### config.mk
export PLATFORM = sky130hd
export DESIGN_NAME = tracking_channel
export DESIGN_NICKNAME = d
export VERILOG_FILES = /design/src/logic/gps_corr_pkg.sv /design/src/logic/tracking_channel.sv /design/src/logic/correlator_bank.sv /design/src/logic/carrier_wipeoff.sv /design/src/logic/channel_ctrl.sv
export SDC_FILE = /design/constraint.sdc
export NUM_CORES = 1
export LEC_CHECK = 0
export ABC_AREA = 1
export BUFFER_PORTS_ARGS = -buffer_cell sky130_fd_sc_hd__clkbuf_2
export CAP_MARGIN = 25
export CORE_AREA = 5 5 276 197
export DETAILED_ROUTE_END_ITERATION = 10
export DIE_AREA = 0 0 281 202
export PLACE_DENSITY_LB_ADDON = 0.1
export SETUP_SLACK_MARGIN = 0.15
export SLEW_MARGIN = 20
export SYNTH_ARGS = -nofsm -noshare
export SYNTH_HDL_FRONTEND = slang
export SYNTH_SLANG_ARGS = --single-unit
### constraint.sdc
create_clock -name clk -period 3.4 [get_ports clk]
set_clock_uncertainty 0.2 [all_clocks]
set_input_delay 0.34 -clock clk [delete_from_list [all_inputs] [get_ports clk]]
set_output_delay 0.34 -clock clk [all_outputs]
set_load 0.02 [all_outputs]
### src/logic/gps_corr_pkg.sv
`default_nettype none

package gps_corr_pkg;

   // Input sample from the front end.
   typedef logic signed [2:0] sample_t;

   // Carrier NCO phase and increment, wrapping modulo 2^16.
   typedef logic [15:0] phase_t;

   // Table index taken from the top bits of the phase.
   localparam int LUT_INDEX_BITS = 3;

   typedef logic signed [2:0] carrier_t;

   // One carrier cycle in eight steps.
   localparam carrier_t COS_TABLE [0:7] = '{3, 2, 0, -2, -3, -2, 0, 2};
   localparam carrier_t SIN_TABLE [0:7] = '{0, 2, 3, 2, 0, -2, -3, -2};

   // Sample times carrier value.
   typedef logic signed [5:0] baseband_t;

   // Correlator sums, wrapping on overflow.
   typedef logic signed [15:0] acc_t;

   // Valid samples per accumulation period.
   localparam int ACC_LEN = 16;

   typedef logic [3:0] count_t;

   // Q arm uses the negated sine.
   localparam bit MIXING_SIGN = 1'b1;

   // Correlator taps, used as index into chip and sum arrays.
   typedef enum logic [1:0] {
      TAP_EARLY,
      TAP_PROMPT,
      TAP_LATE
   } tap_e;

   localparam int NUM_TAPS = 3;

endpackage

`default_nettype wire
### src/logic/tracking_channel.sv
`timescale 1ns/1ps
`default_nettype none

module tracking_channel (
   input  wire                         clk,
   input  wire                         rst_n_i,
   input  wire                         sample_valid_i,
   input  wire gps_corr_pkg::sample_t  sample_i,
   input  wire                         code_chip_i,
   input  wire                         init_valid_i,
   input  wire gps_corr_pkg::phase_t   init_carrier_inc_i,
   output wire                         init_ack_o,
   output wire                         acc_valid_o,
   output wire gps_corr_pkg::acc_t     i_early_o,
   output wire gps_corr_pkg::acc_t     q_early_o,
   output wire gps_corr_pkg::acc_t     i_prompt_o,
   output wire gps_corr_pkg::acc_t     q_prompt_o,
   output wire gps_corr_pkg::acc_t     i_late_o,
   output wire gps_corr_pkg::acc_t     q_late_o
);

   // Stage 1 carries the captured sample.
   wire                                s1_valid;
   wire gps_corr_pkg::sample_t         s1_sample;
   wire [gps_corr_pkg::NUM_TAPS-1:0]   s1_chips;
   wire                                s1_first;
   wire                                s1_last;
   wire gps_corr_pkg::phase_t          carrier_inc;
   wire                                restart;

   // Stage 2 carries the products with the carrier removed.
   wire                                s2_valid;
   wire gps_corr_pkg::baseband_t       s2_i;
   wire gps_corr_pkg::baseband_t       s2_q;
   wire [gps_corr_pkg::NUM_TAPS-1:0]   s2_chips;
   wire                                s2_first;
   wire                                s2_last;

   channel_ctrl u_channel_ctrl (
      .clk                (clk),
      .rst_n_i            (rst_n_i),
      .sample_valid_i     (sample_valid_i),
      .sample_i           (sample_i),
      .code_chip_i        (code_chip_i),
      .init_valid_i       (init_valid_i),
      .init_carrier_inc_i (init_carrier_inc_i),
      .init_ack_o         (init_ack_o),
      .s1_valid_o         (s1_valid),
      .s1_sample_o        (s1_sample),
      .s1_chips_o         (s1_chips),
      .s1_first_o         (s1_first),
      .s1_last_o          (s1_last),
      .carrier_inc_o      (carrier_inc),
      .restart_o          (restart)
   );

   carrier_wipeoff u_carrier_wipeoff (
      .clk           (clk),
      .rst_n_i       (rst_n_i),
      .s1_valid_i    (s1_valid),
      .s1_sample_i   (s1_sample),
      .s1_chips_i    (s1_chips),
      .s1_first_i    (s1_first),
      .s1_last_i     (s1_last),
      .carrier_inc_i (carrier_inc),
      .restart_i     (restart),
      .s2_valid_o    (s2_valid),
      .s2_i_o        (s2_i),
      .s2_q_o        (s2_q),
      .s2_chips_o    (s2_chips),
      .s2_first_o    (s2_first),
      .s2_last_o     (s2_last)
   );

   correlator_bank u_correlator_bank (
      .clk         (clk),
      .rst_n_i     (rst_n_i),
      .s2_valid_i  (s2_valid),
      .s2_i_i      (s2_i),
      .s2_q_i      (s2_q),
      .s2_chips_i  (s2_chips),
      .s2_first_i  (s2_first),
      .s2_last_i   (s2_last),
      .acc_valid_o (acc_valid_o),
      .i_early_o   (i_early_o),
      .q_early_o   (q_early_o),
      .i_prompt_o  (i_prompt_o),
      .q_prompt_o  (q_prompt_o),
      .i_late_o    (i_late_o),
      .q_late_o    (q_late_o)
   );

endmodule

`default_nettype wire

### src/logic/correlator_bank.sv
`timescale 1ns/1ps
`default_nettype none

module correlator_bank (
   input  wire                               clk,
   input  wire                               rst_n_i,
   input  wire                               s2_valid_i,
   input  wire gps_corr_pkg::baseband_t      s2_i_i,
   input  wire gps_corr_pkg::baseband_t      s2_q_i,
   input  wire [gps_corr_pkg::NUM_TAPS-1:0]  s2_chips_i,
   input  wire                               s2_first_i,
   input  wire                               s2_last_i,
   output logic                              acc_valid_o,
   output gps_corr_pkg::acc_t                i_early_o,
   output gps_corr_pkg::acc_t                q_early_o,
   output gps_corr_pkg::acc_t                i_prompt_o,
   output gps_corr_pkg::acc_t                q_prompt_o,
   output gps_corr_pkg::acc_t                i_late_o,
   output gps_corr_pkg::acc_t                q_late_o
);

   gps_corr_pkg::acc_t acc_i_q [gps_corr_pkg::NUM_TAPS];
   gps_corr_pkg::acc_t acc_q_q [gps_corr_pkg::NUM_TAPS];
   gps_corr_pkg::acc_t term_i  [gps_corr_pkg::NUM_TAPS];
   gps_corr_pkg::acc_t term_q  [gps_corr_pkg::NUM_TAPS];
   gps_corr_pkg::acc_t sum_i   [gps_corr_pkg::NUM_TAPS];
   gps_corr_pkg::acc_t sum_q   [gps_corr_pkg::NUM_TAPS];
   logic               dump_q;

   ////////////////////
   // Code wipe-off
   ////////////////////

   // Chip 1 adds, chip 0 subtracts; first sample of a period reloads.
   always_comb begin
      for (int t = 0; t < gps_corr_pkg::NUM_TAPS; t++) begin
         term_i[t] = s2_chips_i[t] ? gps_corr_pkg::acc_t'(s2_i_i)
                                   : -gps_corr_pkg::acc_t'(s2_i_i);
         term_q[t] = s2_chips_i[t] ? gps_corr_pkg::acc_t'(s2_q_i)
                                   : -gps_corr_pkg::acc_t'(s2_q_i);
         sum_i[t]  = s2_first_i ? term_i[t] : acc_i_q[t] + term_i[t];
         sum_q[t]  = s2_first_i ? term_q[t] : acc_q_q[t] + term_q[t];
      end
   end

   always_ff @(posedge clk) begin
      if (s2_valid_i) begin
         for (int t = 0; t < gps_corr_pkg::NUM_TAPS; t++) begin
            acc_i_q[t] <= sum_i[t];
            acc_q_q[t] <= sum_q[t];
         end
      end
   end

   ////////////////////
   // Result dump
   ////////////////////

   // Sums of a finished period are copied out one cycle after the last update.
   always_ff @(posedge clk or negedge rst_n_i) begin
      if (!rst_n_i) begin
         dump_q      <= 1'b0;
         acc_valid_o <= 1'b0;
         i_early_o   <= '0;
         q_early_o   <= '0;
         i_prompt_o  <= '0;
         q_prompt_o  <= '0;
         i_late_o    <= '0;
         q_late_o    <= '0;
      end else begin
         dump_q      <= s2_valid_i && s2_last_i;
         acc_valid_o <= dump_q;
         if (dump_q) begin
            i_early_o  <= acc_i_q[gps_corr_pkg::TAP_EARLY];
            q_early_o  <= acc_q_q[gps_corr_pkg::TAP_EARLY];
            i_prompt_o <= acc_i_q[gps_corr_pkg::TAP_PROMPT];
            q_prompt_o <= acc_q_q[gps_corr_pkg::TAP_PROMPT];
            i_late_o   <= acc_i_q[gps_corr_pkg::TAP_LATE];
            q_late_o   <= acc_q_q[gps_corr_pkg::TAP_LATE];
         end
      end
   end

   flags_need_valid: assert property (@(posedge clk) disable iff (!rst_n_i)
      (s2_first_i || s2_last_i) |-> s2_valid_i)
      else $error("period flag without a valid sample");

endmodule

`default_nettype wire

### src/logic/carrier_wipeoff.sv
`timescale 1ns/1ps
`default_nettype none

module carrier_wipeoff (
   input  wire                                clk,
   input  wire                                rst_n_i,
   input  wire                                s1_valid_i,
   input  wire gps_corr_pkg::sample_t         s1_sample_i,
   input  wire [gps_corr_pkg::NUM_TAPS-1:0]   s1_chips_i,
   input  wire                                s1_first_i,
   input  wire                                s1_last_i,
   input  wire gps_corr_pkg::phase_t          carrier_inc_i,
   input  wire                                restart_i,
   output logic                               s2_valid_o,
   output gps_corr_pkg::baseband_t            s2_i_o,
   output gps_corr_pkg::baseband_t            s2_q_o,
   output logic [gps_corr_pkg::NUM_TAPS-1:0]  s2_chips_o,
   output logic                               s2_first_o,
   output logic                               s2_last_o
);

   gps_corr_pkg::phase_t                    phase_q;
   logic [gps_corr_pkg::LUT_INDEX_BITS-1:0] lut_index;
   gps_corr_pkg::carrier_t                  cos_val;
   gps_corr_pkg::carrier_t                  sin_val;
   gps_corr_pkg::carrier_t                  q_carrier;
   gps_corr_pkg::baseband_t                 i_product;
   gps_corr_pkg::baseband_t                 q_product;

   ////////////////////
   // Carrier NCO
   ////////////////////

   // Phase advances once per valid sample, after its lookup.
   always_ff @(posedge clk or negedge rst_n_i) begin
      if (!rst_n_i) begin
         phase_q <= '0;
      end else if (restart_i) begin
         phase_q <= '0;
      end else if (s1_valid_i) begin
         phase_q <= phase_q + carrier_inc_i;
      end
   end

   assign lut_index = phase_q[$bits(gps_corr_pkg::phase_t)-1 -: gps_corr_pkg::LUT_INDEX_BITS];

   assign cos_val = gps_corr_pkg::COS_TABLE[lut_index];
   assign sin_val = gps_corr_pkg::SIN_TABLE[lut_index];

   // Mixing sign picks the sideband.
   assign q_carrier = gps_corr_pkg::MIXING_SIGN ? -sin_val : sin_val;

   ////////////////////
   // Carrier mix
   ////////////////////

   assign i_product = gps_corr_pkg::baseband_t'(s1_sample_i)
                    * gps_corr_pkg::baseband_t'(cos_val);
   assign q_product = gps_corr_pkg::baseband_t'(s1_sample_i)
                    * gps_corr_pkg::baseband_t'(q_carrier);

   always_ff @(posedge clk or negedge rst_n_i) begin
      if (!rst_n_i) begin
         s2_valid_o <= 1'b0;
         s2_first_o <= 1'b0;
         s2_last_o  <= 1'b0;
      end else begin
         s2_valid_o <= s1_valid_i;
         s2_first_o <= s1_valid_i && s1_first_i;
         s2_last_o  <= s1_valid_i && s1_last_i;
      end
   end

   // Chips ride along with their products.
   always_ff @(posedge clk) begin
      if (s1_valid_i) begin
         s2_i_o     <= i_product;
         s2_q_o     <= q_product;
         s2_chips_o <= s1_chips_i;
      end
   end

   // Init is only taken on sample-free cycles, so the phase reset never hits a sample.
   restart_no_sample: assert property (@(posedge clk) disable iff (!rst_n_i)
      !(restart_i && s1_valid_i))
      else $error("NCO restart collides with a valid sample");

endmodule

`default_nettype wire

### src/logic/channel_ctrl.sv
`timescale 1ns/1ps
`default_nettype none

module channel_ctrl (
   input  wire                                clk,
   input  wire                                rst_n_i,
   input  wire                                sample_valid_i,
   input  wire gps_corr_pkg::sample_t         sample_i,
   input  wire                                code_chip_i,
   input  wire                                init_valid_i,
   input  wire gps_corr_pkg::phase_t          init_carrier_inc_i,
   output logic                               init_ack_o,
   output logic                               s1_valid_o,
   output gps_corr_pkg::sample_t              s1_sample_o,
   output logic [gps_corr_pkg::NUM_TAPS-1:0]  s1_chips_o,
   output logic                               s1_first_o,
   output logic                               s1_last_o,
   output gps_corr_pkg::phase_t               carrier_inc_o,
   output logic                               restart_o
);

   logic                 init_take;
   logic [1:0]           chip_hist_q;
   gps_corr_pkg::count_t count_q;
   logic                 period_first;
   logic                 period_last;

   ////////////////////
   // Init handshake
   ////////////////////

   // An init only goes in on a cycle with no sample.
   assign init_take = init_valid_i && !sample_valid_i && !init_ack_o;

   always_ff @(posedge clk or negedge rst_n_i) begin
      if (!rst_n_i) begin
         init_ack_o    <= 1'b0;
         carrier_inc_o <= '0;
      end else begin
         init_ack_o <= init_take;
         if (init_take) begin
            carrier_inc_o <= init_carrier_inc_i;
         end
      end
   end

   // The acknowledge cycle also clears the NCO phase.
   assign restart_o = init_ack_o;

   ////////////////////
   // Period counting
   ////////////////////

   assign period_first = (count_q == '0);
   assign period_last  = (count_q == gps_corr_pkg::count_t'(gps_corr_pkg::ACC_LEN - 1));

   // History holds the two previous chips, newest in bit 0.
   always_ff @(posedge clk or negedge rst_n_i) begin
      if (!rst_n_i) begin
         count_q     <= '0;
         chip_hist_q <= '0;
      end else if (init_take) begin
         count_q     <= '0;
         chip_hist_q <= '0;
      end else if (sample_valid_i) begin
         count_q     <= period_last ? '0 : count_q + 1'b1;
         chip_hist_q <= {chip_hist_q[0], code_chip_i};
      end
   end

   ////////////////////
   // Stage 1
   ////////////////////

   always_ff @(posedge clk or negedge rst_n_i) begin
      if (!rst_n_i) begin
         s1_valid_o <= 1'b0;
         s1_first_o <= 1'b0;
         s1_last_o  <= 1'b0;
      end else begin
         s1_valid_o <= sample_valid_i;
         s1_first_o <= sample_valid_i && period_first;
         s1_last_o  <= sample_valid_i && period_last;
      end
   end

   // Early is the current chip, prompt and late trail by one and two samples.
   always_ff @(posedge clk) begin
      if (sample_valid_i) begin
         s1_sample_o                          <= sample_i;
         s1_chips_o[gps_corr_pkg::TAP_EARLY]  <= code_chip_i;
         s1_chips_o[gps_corr_pkg::TAP_PROMPT] <= chip_hist_q[0];
         s1_chips_o[gps_corr_pkg::TAP_LATE]   <= chip_hist_q[1];
      end
   end

   ack_one_cycle: assert property (@(posedge clk) disable iff (!rst_n_i)
      init_ack_o |=> !init_ack_o)
      else $error("init_ack_o high for two cycles in a row");

endmodule

`default_nettype wire

==> out/qor.yml, run 1 <==
ys_seq_elements: 260
relSlewSlack_pct: 41.6
hpwlAfterDp_mm: 38.0
ant_nets: 0
place.gp.congestion: 0.921
placedInstanceArea_um2: 19600
vias: 15200
initial_core_util_pct: 34.4
grt.overflow.total: 0
end_kind: "register"
synth_cell_types: 42
clock_latency_ns: 0.57
cp.arrival_ns: 3.33
clk_pin_slew_ns: 0.06
hold_class: "in2reg"
p_int_mw: 13.1
grt_use_total_pct: 17.5
drt_iter0_drc: 1051
pwr-share-seq_pct: 23.0
fin_crit_ns: 3.20
largestRegisters: "u_correlator_bank.acc_i_q (48), u_correlator_bank.acc_q_q (48)"
yosysSeqAreaShare_pct: 39.9
cts_buffers: 30
fin_tns_setup_ns: 0
use_met1_pct: 27.1
crit_path_start_kind: "register"
syn_area_um2: 17800
syn_area_per_cell_um2: 7.81
cts_root_buf: "clkbuf_16"
comb_power_share_pct: 63.7
cts_max_level: 1
crit_type: "reg2reg"
row_count: 70
finalSetupViolations: 0
core_um2: 51600
yosysTopAreaCell: "dfrtp_1"
final_cell_area_um2: 21900
cts_max_path_buffers: 3
die_area_um2: 56800
top_usage_layer: "met1"
die_h_um: 202
min_period_over_period_pct: 94.2
nets: 2669
yosys_warnings: 0
crit_fanout: 4
synth_area_leaders: "dfrtp_1 20%, edfxtp_1 20%, nand2_1 17%, ha_1 9.7%, inv_1 7.0%"
fmaxAchievable_ghz: 0.312
drv_cap: 0
viasPerCell: 4.76
cellPowerDensity_nw_per_um2: 1140
grt_max_degree: 76
use_met2_pct: 26.5
worstMarginPinSlew_ns: 0.873
finalPower_mw: 25.0
area_delta_synth_final_pct: 23.3
p_leak_nw: 11.4
outcome: "finished, final reports clean"
switching_power_mw: 11.9
clkPwrFrac_pct: 13.3
yosysTopAreaCellShare_pct: 20.2
wire_per_inst_um: 15.7
vdd_ir_drop_max_uv: 464
hold_viol: 0
rsz0062_at_grt: "true"
drive_gt1_share_pct: 22.8
portBuffers: 121
route.detailed.drc: 0
synth_nets: 2449
pin_count: 122
routed_wl_mm: 50.4
first_global_vias: 14800
gr-usage-met3_pct: 2.29
cts_tree: "built"
cts.sinks: 260
switching_share_pct: 47.5
drtPass1Iterations: 5
diodes: 0
slew_viol_final: 0
postSynthCellCount: 2273
critical_path_required_ns: 3.53
antenna_found_initial: 1
die_x_um: 281
grt_pass1_wl_mm: 80.9
## final cells by class
class                      instances  area [um^2]
clock buffer                      45          932
clock inverter                    11         83.8
fill                            5194        29700
inverter                         337         1280
multi-input combinational       1632        10000
sequential                       260         7100
tap                              684          856
timing repair buffer             232         1600
## final timing paths
check / startpoint / end / slack [ns] / depth (start not counted)
min: init_valid_i / u_channel_ctrl.carrier_inc_o[12] / 0.13 / 5
max reg2reg: u_carrier_wipeoff.s2_i_o[0] / u_correlator_bank.acc_i_q[0][31] / 0.20 / 21
min in group asynchronous: rst_n_i / u_correlator_bank.i_late_o[12] / 0.18 / 2
max in group asynchronous: rst_n_i / u_correlator_bank.q_late_o[5] / 2.02 / 3
min reg2reg: u_channel_ctrl.s1_chips_o[1] / u_carrier_wipeoff.s2_chips_o[1] / 0.22 / 0
max: u_carrier_wipeoff.s2_i_o[0] / u_correlator_bank.acc_i_q[0][31] / 0.20 / 21
## logic make-up (layout without fill, tap and decap cells)
group	after synthesis	in the layout	synth area share, %
buf+inv	381	625	8.32
flops	260	260	39.9
xor+xnor	35	35	1.77
mux	90	90	5.71
compound gates	204	204	6.09
fa+ha+maj	152	152	11.3
simple gates	1151	1151	26.8
## synth_stat cells, drive strengths merged
cell type,instances
ha,137
o21ai,101
nor3,20
a31oi,1
xor2,12
o21bai,1
inv,336
nand2,828
buf,34
a22o,2
nor2,92
edfxtp,117
fa,15
or2,19
nand3,141
nand3b,20
a21oi,99
clkbuf,10
nand4,21
xnor2,23
and2,10
clkinv,1
mux2,90
dfrtp,143
## what timing repair did
item	4_1_cts	5_1_grt
resized for setup	50	189
endpoints found under the setup margin	54	62
buffers inserted	2	16
pin swaps	6	62
endpoints found under the hold margin	103	0
hold buffers	22	0
## cell usage in the layout, fill, tap and decap left out, types with 9 or more instances in the layout
master | Yosys | layout
inv_1 | 331 | 300
o21ai_2 | 7 | 20
nor3_1 | 18 | 13
ha_4 | 0 | 29
buf_4 | 2 | 77
nor2_2 | 1 | 18
dlygate4sd3_1 | 0 | 22
nand2_1 | 826 | 777
a21oi_2 | 6 | 28
and2_1 | 10 | 9
o21ai_0 | 81 | 59
xnor2_1 | 23 | 23
nand2_2 | 1 | 43
o21ai_1 | 13 | 21
nor2_1 | 91 | 71
clkbuf_16 | 0 | 34
edfxtp_1 | 117 | 117
fa_1 | 15 | 13
ha_1 | 137 | 105
clkbuf_2 | 0 | 120
nand4_1 | 20 | 20
mux2_2 | 90 | 90
nand3b_1 | 20 | 20
xor2_1 | 11 | 10
nand3_1 | 140 | 133
dfrtp_1 | 143 | 138
a21oi_1 | 93 | 70
inv_2 | 4 | 31
## power groups by stage
stage	registers, mW	clock network, mW	logic [mW]
final	5.76	3.33	16.0
after global routing	5.88	3.60	18.2
after CTS	5.75	3.47	14.4
after detailed placement	5.77	0	13.9
after global placement	5.74	0	13.9
after floorplan	5.55	0	10.0
## per-stage QoR
stage          setup WS (ns)  instances  utilization (%)  hold WS (ns)
2_1_floorplan          0.161       2273                -        -0.156
3_3_place_gp         -0.0164       3105             38.1         0.211
3_5_place_dp         -0.0945       3105             38.1         0.211
4_1_cts                0.114       3185             40.9        0.0985
5_1_grt            -0.000391       3201             42.4         0.146
6_report               0.198       3201             42.4         0.128
## worst max-delay path: stages, from the launching register on
cell,delay (ns)
edfxtp_1,0.38
inv_1,0.08
ha_2,0.18
nand2_2,0.06
or2_4,0.23
or2_4,0.24
ha_4,0.27
inv_4,0.04
o21ai_2,0.14
buf_6,0.13
inv_4,0.04
ha_4,0.24
nand2_4,0.10
inv_1,0.05
a21oi_2,0.17
nand2_4,0.09
nand2_2,0.08
nand2_1,0.05
nand2_1,0.06
nand2_1,0.04
nand2_1,0.05
nand2_1,0.06
## per-layer routing
layer	wire length, um	share of wire (%)
met2	21300	42
met3	2040	4.0
met5	0	0
met4	766	1.5
met1	26300	52
Power figures use the tool's default switching activity.
==> run 2: changes to the inputs <==
--- a/config.mk
+++ b/config.mk
@@ -8,12 +8,13 @@
 export ABC_AREA = 1
 export BUFFER_PORTS_ARGS = -buffer_cell sky130_fd_sc_hd__clkbuf_2
 export CAP_MARGIN = 25
-export CORE_AREA = 5 5 276 197
+export CORE_AREA = 5 5 277 198
 export DETAILED_ROUTE_END_ITERATION = 10
-export DIE_AREA = 0 0 281 202
+export DIE_AREA = 0 0 282 203
 export PLACE_DENSITY_LB_ADDON = 0.1
 export SETUP_SLACK_MARGIN = 0.15
 export SLEW_MARGIN = 20
 export SYNTH_ARGS = -nofsm -noshare
 export SYNTH_HDL_FRONTEND = slang
+export SYNTH_HIERARCHICAL = 1
 export SYNTH_SLANG_ARGS = --single-unit
==> out/qor.yml, run 2 <==
fin_crit_ns: 3.10  # was 3.20 ns
end_kind: "register"  # unchanged
vdd_ir_drop_max_uv: 430  # was 464 uV
cellPowerDensity_nw_per_um2: 1080  # was 1140 nW/um^2
synth_edf_count: 117  # unchanged
fin_tns_setup_ns: 0  # unchanged
portBuffers: 121  # unchanged
die_x_um: 282  # was 281 um
mostFrequentLayoutCells: "791 x nand2_1, 319 x inv_1, 138 x dfrtp_1"  # was 777 x nand2_1, 300 x inv_1, 138 x dfrtp_1
yosysSeqAreaShare_pct: 39.7  # was 39.9%
crit_path_start_kind: "register"  # unchanged
crit_type: "reg2reg"  # unchanged
cp-startpoint: "u_carrier_wipeoff/s2_q_o[1]"  # was u_carrier_wipeoff.s2_i_o[0]
wire_per_inst_um: 15.7  # about the same
nets: 2609  # was 2669
clock_latency_ns: 0.60  # was 0.57 ns
yosysTopAreaCell: "dfrtp_1"  # unchanged
whs_ns: 0.0973  # was 0.128 ns
cts_max_level: 1  # unchanged
grt.overflow.total: 0  # unchanged
yosysTopAreaCellShare_pct: 20.0  # was 20.2%
synthMostInstantiatedCell: "nand2_1"  # unchanged
relSlewSlack_pct: 52.3  # was 41.6%
critical_path_required_ns: 3.53  # about the same
pin_count: 122  # unchanged
ant_nets: 0  # unchanged
ys_async_sr_fraction_pct: 55.0  # unchanged
drtPass1Iterations: 5  # unchanged
synth_cell_types: 42  # unchanged
core_um2: 51800  # was 51600 um^2
die_area_um2: 57200  # was 56800 um^2
r2r-start: "u_carrier_wipeoff/s2_q_o[1]"  # was u_carrier_wipeoff.s2_i_o[0]
cts.sinks: 260  # unchanged
viasPerCell: 4.68  # was 4.76
ys_seq_elements: 260  # unchanged
final_common_cell: "nand2_1"  # unchanged
cts_root_buf: "clkbuf_16"  # unchanged
antenna_found_initial: 0  # was 1
postSynthCellCount: 2249  # was 2273
synth.top_cells.by_count: "801 x nand2_1, 322 x inv_1, 143 x dfrtp_1"  # was 826 x nand2_1, 331 x inv_1, 143 x dfrtp_1
cp.arrival_ns: 3.23  # was 3.33 ns
grt_pass1_wl_mm: 78.7  # was 80.9 mm
synth_area_leaders: "dfrtp_1 20%, edfxtp_1 20%, nand2_1 17%, ha_1 9.6%, inv_1 6.8%"  # was dfrtp_1 20%, edfxtp_1 20%, nand2_1 17%, ha_1 9.7%, inv_1 7.0%
cts_buffers: 30  # unchanged
synth_nets: 2425  # was 2449
grt_max_degree: 81  # was 76
drv_cap: 0  # unchanged
route.detailed.drc: 0  # unchanged
worstMarginPinSlew_ns: 0.716  # was 0.873 ns
p_leak_nw: 11.1  # was 11.4 nW
crit_fanout: 5  # was 4
rsz0062_at_grt: "true"  # unchanged
row_count: 70  # unchanged
outcome: "finished, final reports clean"  # unchanged
cts_max_path_buffers: 3  # unchanged
diodes: 0  # unchanged
largestRegisters: "u_correlator_bank/acc_i_q (48), u_correlator_bank/acc_q_q (48)"  # was u_correlator_bank.acc_i_q (48), u_correlator_bank.acc_q_q (48)
slew_viol_final: 0  # unchanged
finalPower_mw: 22.7  # was 25.0 mW
finalSetupViolations: 0  # unchanged
area_delta_synth_final_pct: 17.9  # was 23.3%
drt_iter0_drc: 831  # was 1051
hpwlAfterDp_mm: 37.2  # was 38.0 mm
vias: 14700  # was 15200
routed_wl_mm: 49.3  # was 50.4 mm
die_h_um: 203  # was 202 um
min_period_over_period_pct: 91.1  # was 94.2%
drive_gt1_share_pct: 17.3  # was 22.8%
synthFlopType: "dfrtp_1"  # unchanged
fmaxAchievable_ghz: 0.323  # was 0.312 GHz
cts_tree: "built"  # unchanged
yosys_warnings: 6  # was 0
hold_class: "in2async"  # was in2reg
first_global_vias: 14200  # was 14800
syn_area_per_cell_um2: 7.95  # was 7.81 um^2
fin_util_pct: 40.7  # was 42.4%
grt_use_total_pct: 17.0  # was 17.5%
initial_core_util_pct: 34.5  # was 34.4%
clk_pin_slew_ns: 0.06  # about the same
hold_viol: 0  # unchanged
syn_area_um2: 17900  # was 17800 um^2
place.gp.congestion: 0.888  # was 0.921
==> run 2: changes by cell type after synthesis, moves of 9 or more <==
cell     previous run  this run
or2_1               2        15
buf_2              30        15
o21ai_2             7        17
nand2_1           826       801
nand3_1           140       128
o21ai_0            81        72
nand4_1            20        10
inv_1             331       322
==> run 2: critical path, cell delays in order, from the launching register on <==
cell,delay (ns)
edfxtp_1,0.40
buf_4,0.16
inv_1,0.09
ha_4,0.16
nand4_1,0.10
ha_1,0.29
inv_1,0.07
o21ai_1,0.13
buf_4,0.13
inv_1,0.04
ha_1,0.32
nand2_1,0.11
inv_1,0.06
a21oi_1,0.13
nand2_1,0.13
nand2_1,0.12
nand3_1,0.08
nand3_1,0.09
nand2_1,0.05
==> run 2: worst paths after layout <==
kind / to / slack [ns] / cells after the start
min in group clk: u_channel_ctrl/carrier_inc_o[10] / 0.10 / 4
worst min-delay path: u_channel_ctrl/carrier_inc_o[10] / 0.1 / 2
max in group asynchronous: u_correlator_bank/dump_q / 2.06 / 3
worst min register to register: u_carrier_wipeoff/s2_chips_o[1] / 0.22 / 0
worst max-delay path: u_correlator_bank/acc_q_q[0][31] / 0.30 / 18
worst max register to register: u_correlator_bank/acc_q_q[0][31] / 0.30 / 18
==> run 2: final cells by class <==
cell class                      instances  area (um^2)
Fill cell                            5287        30700
Multi-Input combinational cell       1614         9590
Sequential cell                       260         7100
Timing Repair Buffer                  196         1310
Inverter                              331         1240
Clock buffer                           51          912
Tap cell                              684          856
Clock inverter                          5         70.1
==> run 2: metrics by stage <==
stage | area (um^2) | cells | setup WS [ns]
floorplan | 17900 | 2249 | 0.405
global placement | 19400 | 3046 | 0.141
detailed placement | 19400 | 3046 | 0.145
CTS | 20600 | 3124 | 0.157
global route | 21100 | 3141 | 0.0726
finish | 21100 | 3141 | 0.303
==> run 2: metal layers <==
layer | GRT usage, % | wire, um | vias up | part of all wire, %
li1 | - | - | 7614 | -
met1 | 26.3 | 25700 | 6792 | 52
met2 | 25.9 | 20600 | 253 | 42
met3 | 2.36 | 2220 | 40 | 4.5
met4 | 2.52 | 689 | 0 | 1.4
met5 | 0 | 0 | - | 0
==> run 2: kinds of logic after synthesis <==
| group | count (synthesis) | share of synthesized area [%] |
|---|---|---|
| and+or+nand+nor | 1130 | 26.5 |
| buffers and inverters | 375 | 8.40 |
| DFF | 260 | 39.7 |
| AOI/OAI and AO/OA | 203 | 6.38 |
| adders and majority gates | 152 | 11.3 |
| muxes | 96 | 6.05 |
| xor gates and xnor gates | 33 | 1.70 |
==> run 2: timing repair <==
item | 4_1_cts | 5_1_grt
hold buffers | 22 | 0
pin swaps | 0 | 7
setup endpoints to repair | 3 | 59
endpoints found under the hold margin | 92 | 0
gates resized for setup | 3 | 66
buffers inserted | 0 | 17
==> run 2: power by group <==
group          internal (mW)  switching (mW)
Sequential              4.82           0.825
Combinational           5.26            8.58
Clock                   1.90            1.35
Total                   12.0            10.8
